**src/source/cpu_types_pkg.sv**
```systemverilog
//###########################################################################
// cpu types: instruction formats, opcode and function codes, ALU operations
// and the decoded control word of the single-cycle core
//###########################################################################
`default_nettype none

package cpu_types_pkg;

  typedef logic [31:0] word_t;
  typedef logic [4:0]  regbits_t;

  localparam word_t HALT_WORD = 32'hFFFF_FFFF;

  // major opcodes
  typedef enum logic [5:0] {
    RTYPE = 6'b000000,
    J     = 6'b000010,
    JAL   = 6'b000011,
    BEQ   = 6'b000100,
    BNE   = 6'b000101,
    ADDIU = 6'b001001,
    SLTI  = 6'b001010,
    ANDI  = 6'b001100,
    ORI   = 6'b001101,
    XORI  = 6'b001110,
    LUI   = 6'b001111,
    LW    = 6'b100011,
    SW    = 6'b101011,
    HALT  = 6'b111111
  } opcode_t;

  // r-type function field
  typedef enum logic [5:0] {
    JR   = 6'b001000,
    ADDU = 6'b100001,
    SUBU = 6'b100011,
    AND  = 6'b100100,
    OR   = 6'b100101,
    XOR  = 6'b100110,
    NOR  = 6'b100111,
    SLT  = 6'b101010,
    SLTU = 6'b101011
  } funct_t;

  typedef enum logic [3:0] {
    ALU_ADD, ALU_SUB, ALU_AND, ALU_OR, ALU_XOR, ALU_NOR, ALU_SLT, ALU_SLTU
  } aluop_t;

  typedef struct packed {
    opcode_t    opcode;
    regbits_t   rs;
    regbits_t   rt;
    regbits_t   rd;
    logic [4:0] shamt;
    funct_t     funct;
  } r_t;

  typedef struct packed {
    opcode_t     opcode;
    regbits_t    rs;
    regbits_t    rt;
    logic [15:0] imm;
  } i_t;

  typedef struct packed {
    opcode_t     opcode;
    logic [25:0] addr;
  } j_t;

  typedef enum logic [1:0] {IMM_SIGN, IMM_ZERO, IMM_LUI} imm_sel_t;

  // destination register choice
  typedef enum logic [1:0] {DST_RT, DST_RD, DST_RA} wsel_t;

  typedef struct packed {
    aluop_t   aluop;
    logic     alu_src;
    imm_sel_t imm_sel;
    wsel_t    reg_dst;
    logic     reg_wr;
    logic     mem_to_reg;
    logic     mem_wr;
    logic     mem_rd;
    logic     beq;
    logic     bne;
    logic     jump;
    logic     jal;
    logic     jreg;
    logic     halt;
  } ctrl_t;

endpackage

`default_nettype wire

```
**src/source/cpu_mem_pkg.sv**
```systemverilog
//###########################################################################
// memory side: request and response bundles, load port, array sizing
//###########################################################################
`default_nettype none

package cpu_mem_pkg;

  localparam int MEM_WORDS   = 256;
  localparam int MEM_AW      = 8;
  localparam int MEM_LATENCY = 2;

  // wait counter and its final value before a hit
  typedef logic [1:0] wait_cnt_t;
  localparam wait_cnt_t LAST_WAIT = wait_cnt_t'(MEM_LATENCY - 1);

  typedef struct packed {
    logic                 imemREN;
    cpu_types_pkg::word_t imemaddr;
    logic                 dmemREN;
    logic                 dmemWEN;
    cpu_types_pkg::word_t dmemaddr;
    cpu_types_pkg::word_t dmemstore;
  } mem_req_t;

  typedef struct packed {
    logic                 ihit;
    cpu_types_pkg::word_t imemload;
    logic                 dhit;
    cpu_types_pkg::word_t dmemload;
  } mem_resp_t;

  typedef struct packed {
    logic                 wen;
    logic [MEM_AW-1:0]    addr;
    cpu_types_pkg::word_t data;
  } ext_port_t;

endpackage

`default_nettype wire

```
**src/source/alu.sv**
```systemverilog
//###########################################################################
// ALU: eight operations with a zero flag
//###########################################################################
`timescale 1ns/1ps
`default_nettype none

module alu (
  input  cpu_types_pkg::aluop_t aluop,
  input  cpu_types_pkg::word_t  port_a,
  input  cpu_types_pkg::word_t  port_b,
  output cpu_types_pkg::word_t  outport,
  output logic                  zero
);

  logic slt_s;
  logic slt_u;

  assign slt_s = $signed(port_a) < $signed(port_b);
  assign slt_u = port_a < port_b;

  always_comb begin
    case (aluop)
      cpu_types_pkg::ALU_ADD:  outport = port_a + port_b;
      cpu_types_pkg::ALU_SUB:  outport = port_a - port_b;
      cpu_types_pkg::ALU_AND:  outport = port_a & port_b;
      cpu_types_pkg::ALU_OR:   outport = port_a | port_b;
      cpu_types_pkg::ALU_XOR:  outport = port_a ^ port_b;
      cpu_types_pkg::ALU_NOR:  outport = ~(port_a | port_b);
      // set-less-than results are a single bit in the lsb
      cpu_types_pkg::ALU_SLT:  outport = {31'b0, slt_s};
      cpu_types_pkg::ALU_SLTU: outport = {31'b0, slt_u};
      default:                 outport = '0;
    endcase
  end

  assign zero = (outport == '0);

endmodule

`default_nettype wire

```
**src/source/control_unit.sv**
```systemverilog
//###########################################################################
// control unit: instruction word to control word decode
//###########################################################################
`timescale 1ns/1ps
`default_nettype none

module control_unit (
  input  cpu_types_pkg::word_t instr,
  output cpu_types_pkg::ctrl_t ctrl
);

  cpu_types_pkg::r_t rtype;

  assign rtype = instr;

  always_comb begin
    // no-op unless the opcode says otherwise
    ctrl         = '0;
    ctrl.aluop   = cpu_types_pkg::ALU_ADD;
    ctrl.imm_sel = cpu_types_pkg::IMM_SIGN;
    ctrl.reg_dst = cpu_types_pkg::DST_RT;

    case (rtype.opcode)
      cpu_types_pkg::RTYPE: begin
        ctrl.reg_dst = cpu_types_pkg::DST_RD;
        ctrl.reg_wr  = 1'b1;
        case (rtype.funct)
          cpu_types_pkg::ADDU: ctrl.aluop = cpu_types_pkg::ALU_ADD;
          cpu_types_pkg::SUBU: ctrl.aluop = cpu_types_pkg::ALU_SUB;
          cpu_types_pkg::AND:  ctrl.aluop = cpu_types_pkg::ALU_AND;
          cpu_types_pkg::OR:   ctrl.aluop = cpu_types_pkg::ALU_OR;
          cpu_types_pkg::XOR:  ctrl.aluop = cpu_types_pkg::ALU_XOR;
          cpu_types_pkg::NOR:  ctrl.aluop = cpu_types_pkg::ALU_NOR;
          cpu_types_pkg::SLT:  ctrl.aluop = cpu_types_pkg::ALU_SLT;
          cpu_types_pkg::SLTU: ctrl.aluop = cpu_types_pkg::ALU_SLTU;
          cpu_types_pkg::JR: begin
            ctrl.jreg   = 1'b1;
            ctrl.reg_wr = 1'b0;
          end
          default: ctrl.reg_wr = 1'b0;
        endcase
      end
      cpu_types_pkg::J: ctrl.jump = 1'b1;
      cpu_types_pkg::JAL: begin
        ctrl.jal     = 1'b1;
        ctrl.reg_wr  = 1'b1;
        ctrl.reg_dst = cpu_types_pkg::DST_RA;
      end
      // branches compare by subtraction
      cpu_types_pkg::BEQ: begin
        ctrl.beq   = 1'b1;
        ctrl.aluop = cpu_types_pkg::ALU_SUB;
      end
      cpu_types_pkg::BNE: begin
        ctrl.bne   = 1'b1;
        ctrl.aluop = cpu_types_pkg::ALU_SUB;
      end
      cpu_types_pkg::ADDIU: begin
        ctrl.alu_src = 1'b1;
        ctrl.reg_wr  = 1'b1;
      end
      cpu_types_pkg::SLTI: begin
        ctrl.alu_src = 1'b1;
        ctrl.reg_wr  = 1'b1;
        ctrl.aluop   = cpu_types_pkg::ALU_SLT;
      end
      cpu_types_pkg::ANDI: begin
        ctrl.alu_src = 1'b1;
        ctrl.reg_wr  = 1'b1;
        ctrl.imm_sel = cpu_types_pkg::IMM_ZERO;
        ctrl.aluop   = cpu_types_pkg::ALU_AND;
      end
      cpu_types_pkg::ORI: begin
        ctrl.alu_src = 1'b1;
        ctrl.reg_wr  = 1'b1;
        ctrl.imm_sel = cpu_types_pkg::IMM_ZERO;
        ctrl.aluop   = cpu_types_pkg::ALU_OR;
      end
      cpu_types_pkg::XORI: begin
        ctrl.alu_src = 1'b1;
        ctrl.reg_wr  = 1'b1;
        ctrl.imm_sel = cpu_types_pkg::IMM_ZERO;
        ctrl.aluop   = cpu_types_pkg::ALU_XOR;
      end
      // upper half placed by the immediate path, A operand forced to zero
      cpu_types_pkg::LUI: begin
        ctrl.alu_src = 1'b1;
        ctrl.reg_wr  = 1'b1;
        ctrl.imm_sel = cpu_types_pkg::IMM_LUI;
        ctrl.aluop   = cpu_types_pkg::ALU_OR;
      end
      cpu_types_pkg::LW: begin
        ctrl.alu_src    = 1'b1;
        ctrl.reg_wr     = 1'b1;
        ctrl.mem_rd     = 1'b1;
        ctrl.mem_to_reg = 1'b1;
      end
      cpu_types_pkg::SW: begin
        ctrl.alu_src = 1'b1;
        ctrl.mem_wr  = 1'b1;
      end
      cpu_types_pkg::HALT: ctrl.halt = 1'b1;
      default: ;
    endcase
  end

endmodule

`default_nettype wire

```
**src/source/datapath.sv**
```systemverilog
//###########################################################################
// datapath: pc, immediates, operand and write-back muxes, next pc, halt
//###########################################################################
`timescale 1ns/1ps
`default_nettype none

module datapath (
  input  logic                  CLK,
  input  logic                  nRST,
  input  cpu_mem_pkg::mem_resp_t resp,
  output cpu_mem_pkg::mem_req_t  req,
  output logic                  halt
);

  cpu_types_pkg::word_t    pc;
  cpu_types_pkg::word_t    pc_p4;
  cpu_types_pkg::word_t    npc;
  cpu_types_pkg::word_t    br_target;
  cpu_types_pkg::word_t    j_target;
  cpu_types_pkg::word_t    imm_sext;
  cpu_types_pkg::word_t    imm_ext;
  cpu_types_pkg::word_t    alu_a;
  cpu_types_pkg::word_t    alu_b;
  cpu_types_pkg::word_t    alu_out;
  cpu_types_pkg::word_t    rdat1;
  cpu_types_pkg::word_t    rdat2;
  cpu_types_pkg::word_t    wdat;
  cpu_types_pkg::regbits_t wsel;
  cpu_types_pkg::ctrl_t    ctrl;
  cpu_types_pkg::r_t       rtype;
  cpu_types_pkg::i_t       itype;
  cpu_types_pkg::j_t       jtype;
  logic alu_zero;
  logic rf_wen;
  logic pc_en;
  logic dren;
  logic dwen;
  logic br_taken;

  // instruction stays visible on imemload through its data access
  assign rtype = resp.imemload;
  assign itype = resp.imemload;
  assign jtype = resp.imemload;

  control_unit i_ctrl (
    .instr (resp.imemload),
    .ctrl  (ctrl)
  );

  request_unit i_req (
    .CLK     (CLK),
    .nRST    (nRST),
    .ihit    (resp.ihit),
    .dhit    (resp.dhit),
    .mem_rd  (ctrl.mem_rd & ~halt),
    .mem_wr  (ctrl.mem_wr & ~halt),
    .dmemREN (dren),
    .dmemWEN (dwen)
  );

  // loads write back on dhit, everything else on the fetch hit
  assign rf_wen = ctrl.reg_wr & (ctrl.mem_to_reg ? resp.dhit : resp.ihit);

  register_file i_rf (
    .CLK   (CLK),
    .nRST  (nRST),
    .wen   (rf_wen),
    .wsel  (wsel),
    .rsel1 (rtype.rs),
    .rsel2 (rtype.rt),
    .wdat  (wdat),
    .rdat1 (rdat1),
    .rdat2 (rdat2)
  );

  assign imm_sext = {{16{itype.imm[15]}}, itype.imm};

  always_comb begin
    case (ctrl.imm_sel)
      cpu_types_pkg::IMM_ZERO: imm_ext = {16'b0, itype.imm};
      cpu_types_pkg::IMM_LUI:  imm_ext = {itype.imm, 16'b0};
      default:                 imm_ext = imm_sext;
    endcase
  end

  assign alu_a = (ctrl.imm_sel == cpu_types_pkg::IMM_LUI) ? '0 : rdat1;
  assign alu_b = ctrl.alu_src ? imm_ext : rdat2;

  alu i_alu (
    .aluop   (ctrl.aluop),
    .port_a  (alu_a),
    .port_b  (alu_b),
    .outport (alu_out),
    .zero    (alu_zero)
  );

  always_comb begin
    case (ctrl.reg_dst)
      cpu_types_pkg::DST_RD: wsel = rtype.rd;
      cpu_types_pkg::DST_RA: wsel = 5'd31;
      default:               wsel = itype.rt;
    endcase
  end

  assign wdat = ctrl.jal ? pc_p4 : (ctrl.mem_to_reg ? resp.dmemload : alu_out);

  // next pc
  assign pc_p4     = pc + 32'd4;
  assign br_target = pc_p4 + {imm_sext[29:0], 2'b00};
  assign j_target  = {pc_p4[31:28], jtype.addr, 2'b00};
  assign br_taken  = (ctrl.beq & alu_zero) | (ctrl.bne & ~alu_zero);

  always_comb begin
    if (br_taken) begin
      npc = br_target;
    end else if (ctrl.jump || ctrl.jal) begin
      npc = j_target;
    end else if (ctrl.jreg) begin
      npc = rdat1;
    end else begin
      npc = pc_p4;
    end
  end

  assign pc_en = resp.ihit & ~(dren | dwen);

  always_ff @(posedge CLK, negedge nRST) begin
    if (!nRST) begin
      pc   <= '0;
      halt <= 1'b0;
    end else if (pc_en) begin
      pc   <= npc;
      halt <= halt | ctrl.halt;
    end
  end

  // fetch stops once halted
  assign req.imemREN   = ~halt;
  assign req.imemaddr  = pc;
  assign req.dmemREN   = dren;
  assign req.dmemWEN   = dwen;
  assign req.dmemaddr  = alu_out;
  assign req.dmemstore = rdat2;

  assert property (@(posedge CLK) disable iff (!nRST) pc[1:0] == 2'b00);

endmodule

`default_nettype wire

```
**src/source/register_file.sv**
```systemverilog
//###########################################################################
// register file: 32 x 32 bits, two read ports, r0 reads as zero
//###########################################################################
`timescale 1ns/1ps
`default_nettype none

module register_file (
  input  logic                    CLK,
  input  logic                    nRST,
  input  logic                    wen,
  input  cpu_types_pkg::regbits_t wsel,
  input  cpu_types_pkg::regbits_t rsel1,
  input  cpu_types_pkg::regbits_t rsel2,
  input  cpu_types_pkg::word_t    wdat,
  output cpu_types_pkg::word_t    rdat1,
  output cpu_types_pkg::word_t    rdat2
);

  cpu_types_pkg::word_t regs [32];

  always_ff @(posedge CLK, negedge nRST) begin
    if (!nRST) begin
      regs <= '{default: '0};
    end else if (wen && (wsel != '0)) begin
      regs[wsel] <= wdat;
    end
  end

  // r0 is never written, so it stays at its reset value
  assign rdat1 = regs[rsel1];
  assign rdat2 = regs[rsel2];

endmodule

`default_nettype wire

```
**src/source/request_unit.sv**
```systemverilog
//###########################################################################
// request unit: one data access per load or store
//###########################################################################
`timescale 1ns/1ps
`default_nettype none

module request_unit (
  input  logic CLK,
  input  logic nRST,
  input  logic ihit,
  input  logic dhit,
  input  logic mem_rd,
  input  logic mem_wr,
  output logic dmemREN,
  output logic dmemWEN
);

  logic done;

  // set once the data access hits, cleared when the next fetch lands
  always_ff @(posedge CLK, negedge nRST) begin
    if (!nRST) begin
      done <= 1'b0;
    end else if (ihit) begin
      done <= 1'b0;
    end else if (dhit) begin
      done <= 1'b1;
    end
  end

  assign dmemREN = mem_rd & ~done;
  assign dmemWEN = mem_wr & ~done;

  assert property (@(posedge CLK) disable iff (!nRST) !(dmemREN && dmemWEN));

endmodule

`default_nettype wire

```
**config.mk**
```make
export PLATFORM = sky130hd
export DESIGN_NAME = datapath
export DESIGN_NICKNAME = d
export VERILOG_FILES = /design/src/source/cpu_types_pkg.sv /design/src/source/cpu_mem_pkg.sv /design/src/source/alu.sv /design/src/source/control_unit.sv /design/src/source/datapath.sv /design/src/source/register_file.sv /design/src/source/request_unit.sv
export SDC_FILE = /design/constraint.sdc
export NUM_CORES = 2
export LEC_CHECK = 0
export BUFFER_PORTS_ARGS = -buffer_cell sky130_fd_sc_hd__buf_2
export CAP_MARGIN = 15
export CORE_MARGIN = 1.5
export CORE_UTILIZATION = 46
export DETAILED_ROUTE_END_ITERATION = 6
export PLACE_DENSITY = 0.74
export SYNTH_ARGS = -nofsm -noshare
export SYNTH_HDL_FRONTEND = slang
export SYNTH_SLANG_ARGS = --single-unit
```
**constraint.sdc**
```tcl
create_clock -name CLK -period 9.2 [get_ports CLK]
set_input_delay 1.38 -clock CLK [delete_from_list [all_inputs] [get_ports CLK]]
set_output_delay 1.38 -clock CLK [all_outputs]
set_load 0.01 [all_outputs]
```
==> Word level (Yosys, flattened, before mapping) <==
Cells that the tools add are included.
{ "op_classes": {"n_addsub": 4, "magnitude_cmp": 6, "eq_ne": 33, "mux": 38, "n_bitwise": 22, "n_reduce_logical": 14} }
{ "ops": {"columns": ["op", "n"], "rows": [
  ["$bwmux 1024", 1],
  ["$mux 32", 12],
  ["$bmux 32 s5", 2],
  ["$pmux 32 s8", 1],
  ["$demux 32 s5", 1],
  ["$eq 6x6->1 const B", 11],
  ["$add 32x32->32", 2],
  ["$lt 32x32->1", 2],
  ["$pmux 32 s2", 1],
  ["$eq 6x4->1 const B", 7],
  ["$add 32x3->32 const B", 1],
  ["$and 32x32->32", 1],
  ["$logic_not 32->1", 1],
  ["$not 32->32", 1],
  ["$or 32x32->32", 1],
  ["$sub 32x32->32", 1],
  ["$xor 32x32->32", 1],
  ["$reduce_or 8->1", 3],
  ["$pmux 3 s7", 1],
  ["$ge 6x6->1 const B", 3],
  ["$not 5->6", 3],
  ["$pmux 3 s6", 1],
  ["$mux 1", 14],
  ["$eq 3x3->1 const B", 4],
  ["other kinds (21)", 41]
]} }
{ "word_totals": {"ff_bits": 1058, "wordCells": 152} }

==> Depth between registers and ports, before layout <==
{ "depth": {"ltp_word": 14, "mapped_depth": 29, "depth_no_buf": 25} }

==> Cells and area by module <==
From an unflattened synthesis, not the netlist that was laid out.
{ "hier_totals": {"hier_cells": 6457, "area_unflattened_um2": 68414.4} }
{ "modules_own_cells": {"columns": ["module", "n_inst", "cells_each", "area_per_inst_um2"], "rows": [
  ["register_file", 1, 4601, 55918.6],
  ["alu", 1, 944, 6192.2],
  ["datapath", 1, 851, 5873.1],
  ["control_unit", 1, 57, 382.9],
  ["request_unit", 1, 4, 47.5]
]} }

==> Worst setup path after synthesis <==
Ideal clock, no wire load.
{ "synth_path": {"path_kind": "in2out", "from": "in resp[54] (netlist bit)", "to": "out req[56] (netlist bit)", "t_arrival_ns": 6.933, "slack_ns": 0.887, "stages": 20, "path_cell_list": "clkbuf_1 > clkbuf_1 > clkbuf_1 > buf_1 > mux4_2 > mux4_2 > mux2i_1 > nor2_1 > ha_1 > fa_1 > a21oi_1 > o221ai_1 > a31oi_1 > a311o_1 > and3_1 > o21ai_0 > a22o_1 > xnor2_1 > a221oi_1 > inv_1"} }
{ "synth_rtl": {"columns": ["item", "line", "rtl"], "rows": [
  ["start, declared", "datapath.sv:10", "input cpu_mem_pkg::mem_resp_t resp,"],
  ["end, declared", "datapath.sv:11", "output cpu_mem_pkg::mem_req_t req,"]
]} }

==> summary.md <==
| Metric | Value |
|---|---|
| # resized after CTS | 0 |
| Dominant cells by area after synthesis | dfrtp_1 (42%), mux4_2 (23%), o21ai_0 (7.5%) |
| Final hold slack | 0.395 ns |
| I/O Pins | 168 |
| Tcrit/Tclk final | 97.3% |
| Clock Path Buffers | 3 |
| Vias | around 50,000 |
| RSZ-0062 raised after global routing | no |
| First-pass GRT wire length | 326 mm |
| # rows | 135 |
| Die X | roughly 370 um |
| Seq pwr share | roughly two fifths |
| Vias in the first global route | 50,900 |
| Peak VDD IR | approximately 140 uV |
| Detail Placement HPWL | ~140 mm |
| Clock transition at path regs | 0.06 ns |
| Element type at the critical path start | primary input |
| PortBufs | ~170 |
| Clock Power Share | 36.4% |
| Post-synth top area share | 42.1% |
| Fmax | 0.112 GHz |
| Post-DR vias/cell | 6.66 |
| WS Path Type | primary input to output port |
| Layout cell share with drive strength beyond 1 | a little over a fifth |
| CTS Hold Bufs | 0 |
| Element type at the critical path end | output port |
| Pleak | roughly 0.030 uW |
| Crit Path Max Fanout | 26 |
| # DRC | 1 |
| Failing checks | design-rule violations |
| DIE AREA | 0.139 mm2 |
| Slew HR | 14.6% |
| Final net count | 5,991 |
| Later-pin clock latency in the skew report | 0.74 ns |
| Arrival time worst endpoint | 7.57 ns |
| Delay of the slowest cell on the worst path | ~0.74 ns |
| Power Total | between 10,000 and 15,000 uW |
| Post-synth EDFFs | 0 |
| Root buf cell | clkbuf_16 |
| Post-synth top area cell | dfrtp_1 |
| Status | finished with violations |
| Min Tclk post-route | 8.95 ns |
| Switching power | 3840 uW |
| DR pass1 iterations | 7 |
| Final Max Tran Viols | 0 |
| Syn-to-layout area delta | 9.81% |
| Core ar. | 0.135 mm2 |
| Starting density of the core | 46.4% |
| Total grt overflow | 0 |
| Layout Skew | 0.0397 ns |
| Seq/Total Area, Yosys | 42.1% |
| Net Sw Frac | 31.3% |
| DRT iter0 DRCs | 6,377 |
| CTS tree | done |
| Comb power frac | 21.8% |
| YS warnings | 0 |
| Fin Setup TNS | 0 ns |
| Height of the die | approximately 370 um |
| Initial antenna violation count | 7 |
| Pre-CTS setup slack | roughly 0.44 ns |
| Power density over the cells | 178 mW/mm2 |
| Syn_area_per_cell | 10.6 um2 |
| Slowest-stage cell, CP | a31oi_1 |
| Routed len/inst | 28.4 um |
| Worst Path Required | around 7.8 ns |
| Worst-path cell chain | buf_8 > buf_4 > mux4_2 > mux4_2 > mux2_2 > o21ai_0 > ha_1 > a21oi_1 > o221ai_1 > a31oi_1 > a311o_1 > and3_1 > o21ai_0 > a22o_1 > xnor2_1 > a221oi_1 > inv_1 > buf_2 |
| Final setup vio count | 0 |
| #FFs+latches synth | 1,058 |
| Clock sink total | 1,058 |
| Num CTS Buffers | 103 |
| Cell count after synthesis | 5,939 |
| Worst Max-Slew Pin Slew | 1.28 ns |
| Internal power | about 8400 uW |
| Largest net degree at the start of global routing | 166 |
| CTS H-tree lvls | 3 |
| WL final | ~220 mm |
| Synthesized area | 0.0628 mm2 |
| GRT Overall Usage | 31.2% |
| Post-synth net total | between 6,000 and 7,000 |
| Hold WC Path Type | flip-flop to flip-flop |
| Routed Antenna Nets | 0 |
| Top post-synthesis cells by count | dfrtp_1 (1,058), nand2_1 (1,011), o21ai_0 (938) |
| Predominant post-synthesis flop cell | dfrtp_1 |
| Fraction of registers with async set/reset | 100% |
| # Max-Cap Violations | 0 |
| Gpl congestion | 1.02 |
| Post-CTS Setup Repair Bufs | 0 |
| Final Util | 50.9% |
| Post-layout worst setup margin | 0.246 ns |
| Count leader, synth | dfrtp_1 |
| Final Hold Viols | 0 |
| Yosys cell types | 94 |
==> cell usage in the layout, fill, tap and decap left out, drive strengths merged, types with 17 or more instances in the layout <==
cell	instances
dfrtp	1058
nand2	1013
o21ai	954
mux4	640
nor2	378
buf	326
a21oi	301
clkbuf	145
ha	130
inv	129
mux2i	72
nand3	64
xnor2	58
nor3	50
mux2	34
a21o	34
a221oi	29
nor2b	26
clkinv	25
a211oi	23
or2	22
and3	19
xor2	18
o211ai	18
a22oi	17
==> worst paths after layout <==
path                                     start  depth (start not counted)         endpoint  slack (ns)
worst max-delay path                  resp[49]                         18          req[56]        0.25
worst min-delay path            i_rf.regs[998]                          0   i_rf.regs[998]        0.39
worst max register to register  i_rf.regs[777]                         21           pc[16]        2.10
worst min register to register  i_rf.regs[998]                          0   i_rf.regs[998]        0.39
max in group asynchronous                 nRST                          3   i_rf.regs[520]        6.26
min in group asynchronous                 nRST                          1  i_rf.regs[1021]        0.73
==> layout make-up <==
class | count | area, um2
fill | 11500 | 66500
multi-input combinational | 4177 | 34000
sequential | 1058 | 26500
clock buffer | 145 | 2950
timing repair buffer | 326 | 2310
tap | 1781 | 2230
clock inverter | 43 | 567
inverter | 124 | 465
antenna | 4 | 10.0
==> stage by stage <==
stage / instances / area [um2]
after CTS: 7654 / 69000
final: 7658 / 69000
after global routing: 7656 / 69000
after floorplan: 5939 / 62800
after detailed placement: 7466 / 65500
after global placement: 7466 / 65500
==> layer usage <==
metal  global-route usage (%)  vias to the layer above  part of all wire [%]
met3                     9.27                      791                    13
met1                     39.6                    25600                    36
met4                     17.4                        6                   6.3
met2                     47.9                     3217                    45
met5                        0                        -                 0.015
li1                         -                    21400                     -
==> power by group through the flow <==
stage / Clock (uW) / Sequential (uW) / Combinational, uW
floorplan: 0 / 5150 / 1690
global placement: 0 / 5180 / 2560
detailed placement: 0 / 5200 / 2590
CTS: 4480 / 5120 / 2610
global route: 4650 / 5160 / 2850
finish: 4460 / 5130 / 2680
==> flip-flops by register name, summed over array words and instances, names as in the netlist <==
| register | flops |
|---|---|
| pc | 32 |
| i_req.done | 1 |
| halt | 1 |
| i_rf.regs | 1024 |
==> logic make-up after synthesis <==
kind of cell               Yosys count  share of synthesized area [%]
AOI/OAI and AO/OA                 1564                           14.1
adders and majority gates          133                           2.68
and+or+nand+nor                   1658                           11.0
muxes                              746                           24.7
xor gates and xnor gates            76                           1.06
DFF                               1058                           42.1
buffers and inverters              704                           4.34
==> worst max-delay path: cells and delay by family <==
family | cells | cell delay (ns)
buffers and inverters | 4 | 1.05
adder cells (fa/ha/maj) | 1 | 0.45
AO/OA/AOI/OAI | 8 | 2.78
AND/OR/NAND/NOR | 1 | 0.26
multiplexers | 3 | 1.41
XOR/XNOR | 1 | 0.13
Note: power is estimated with default switching activity, not from simulation.
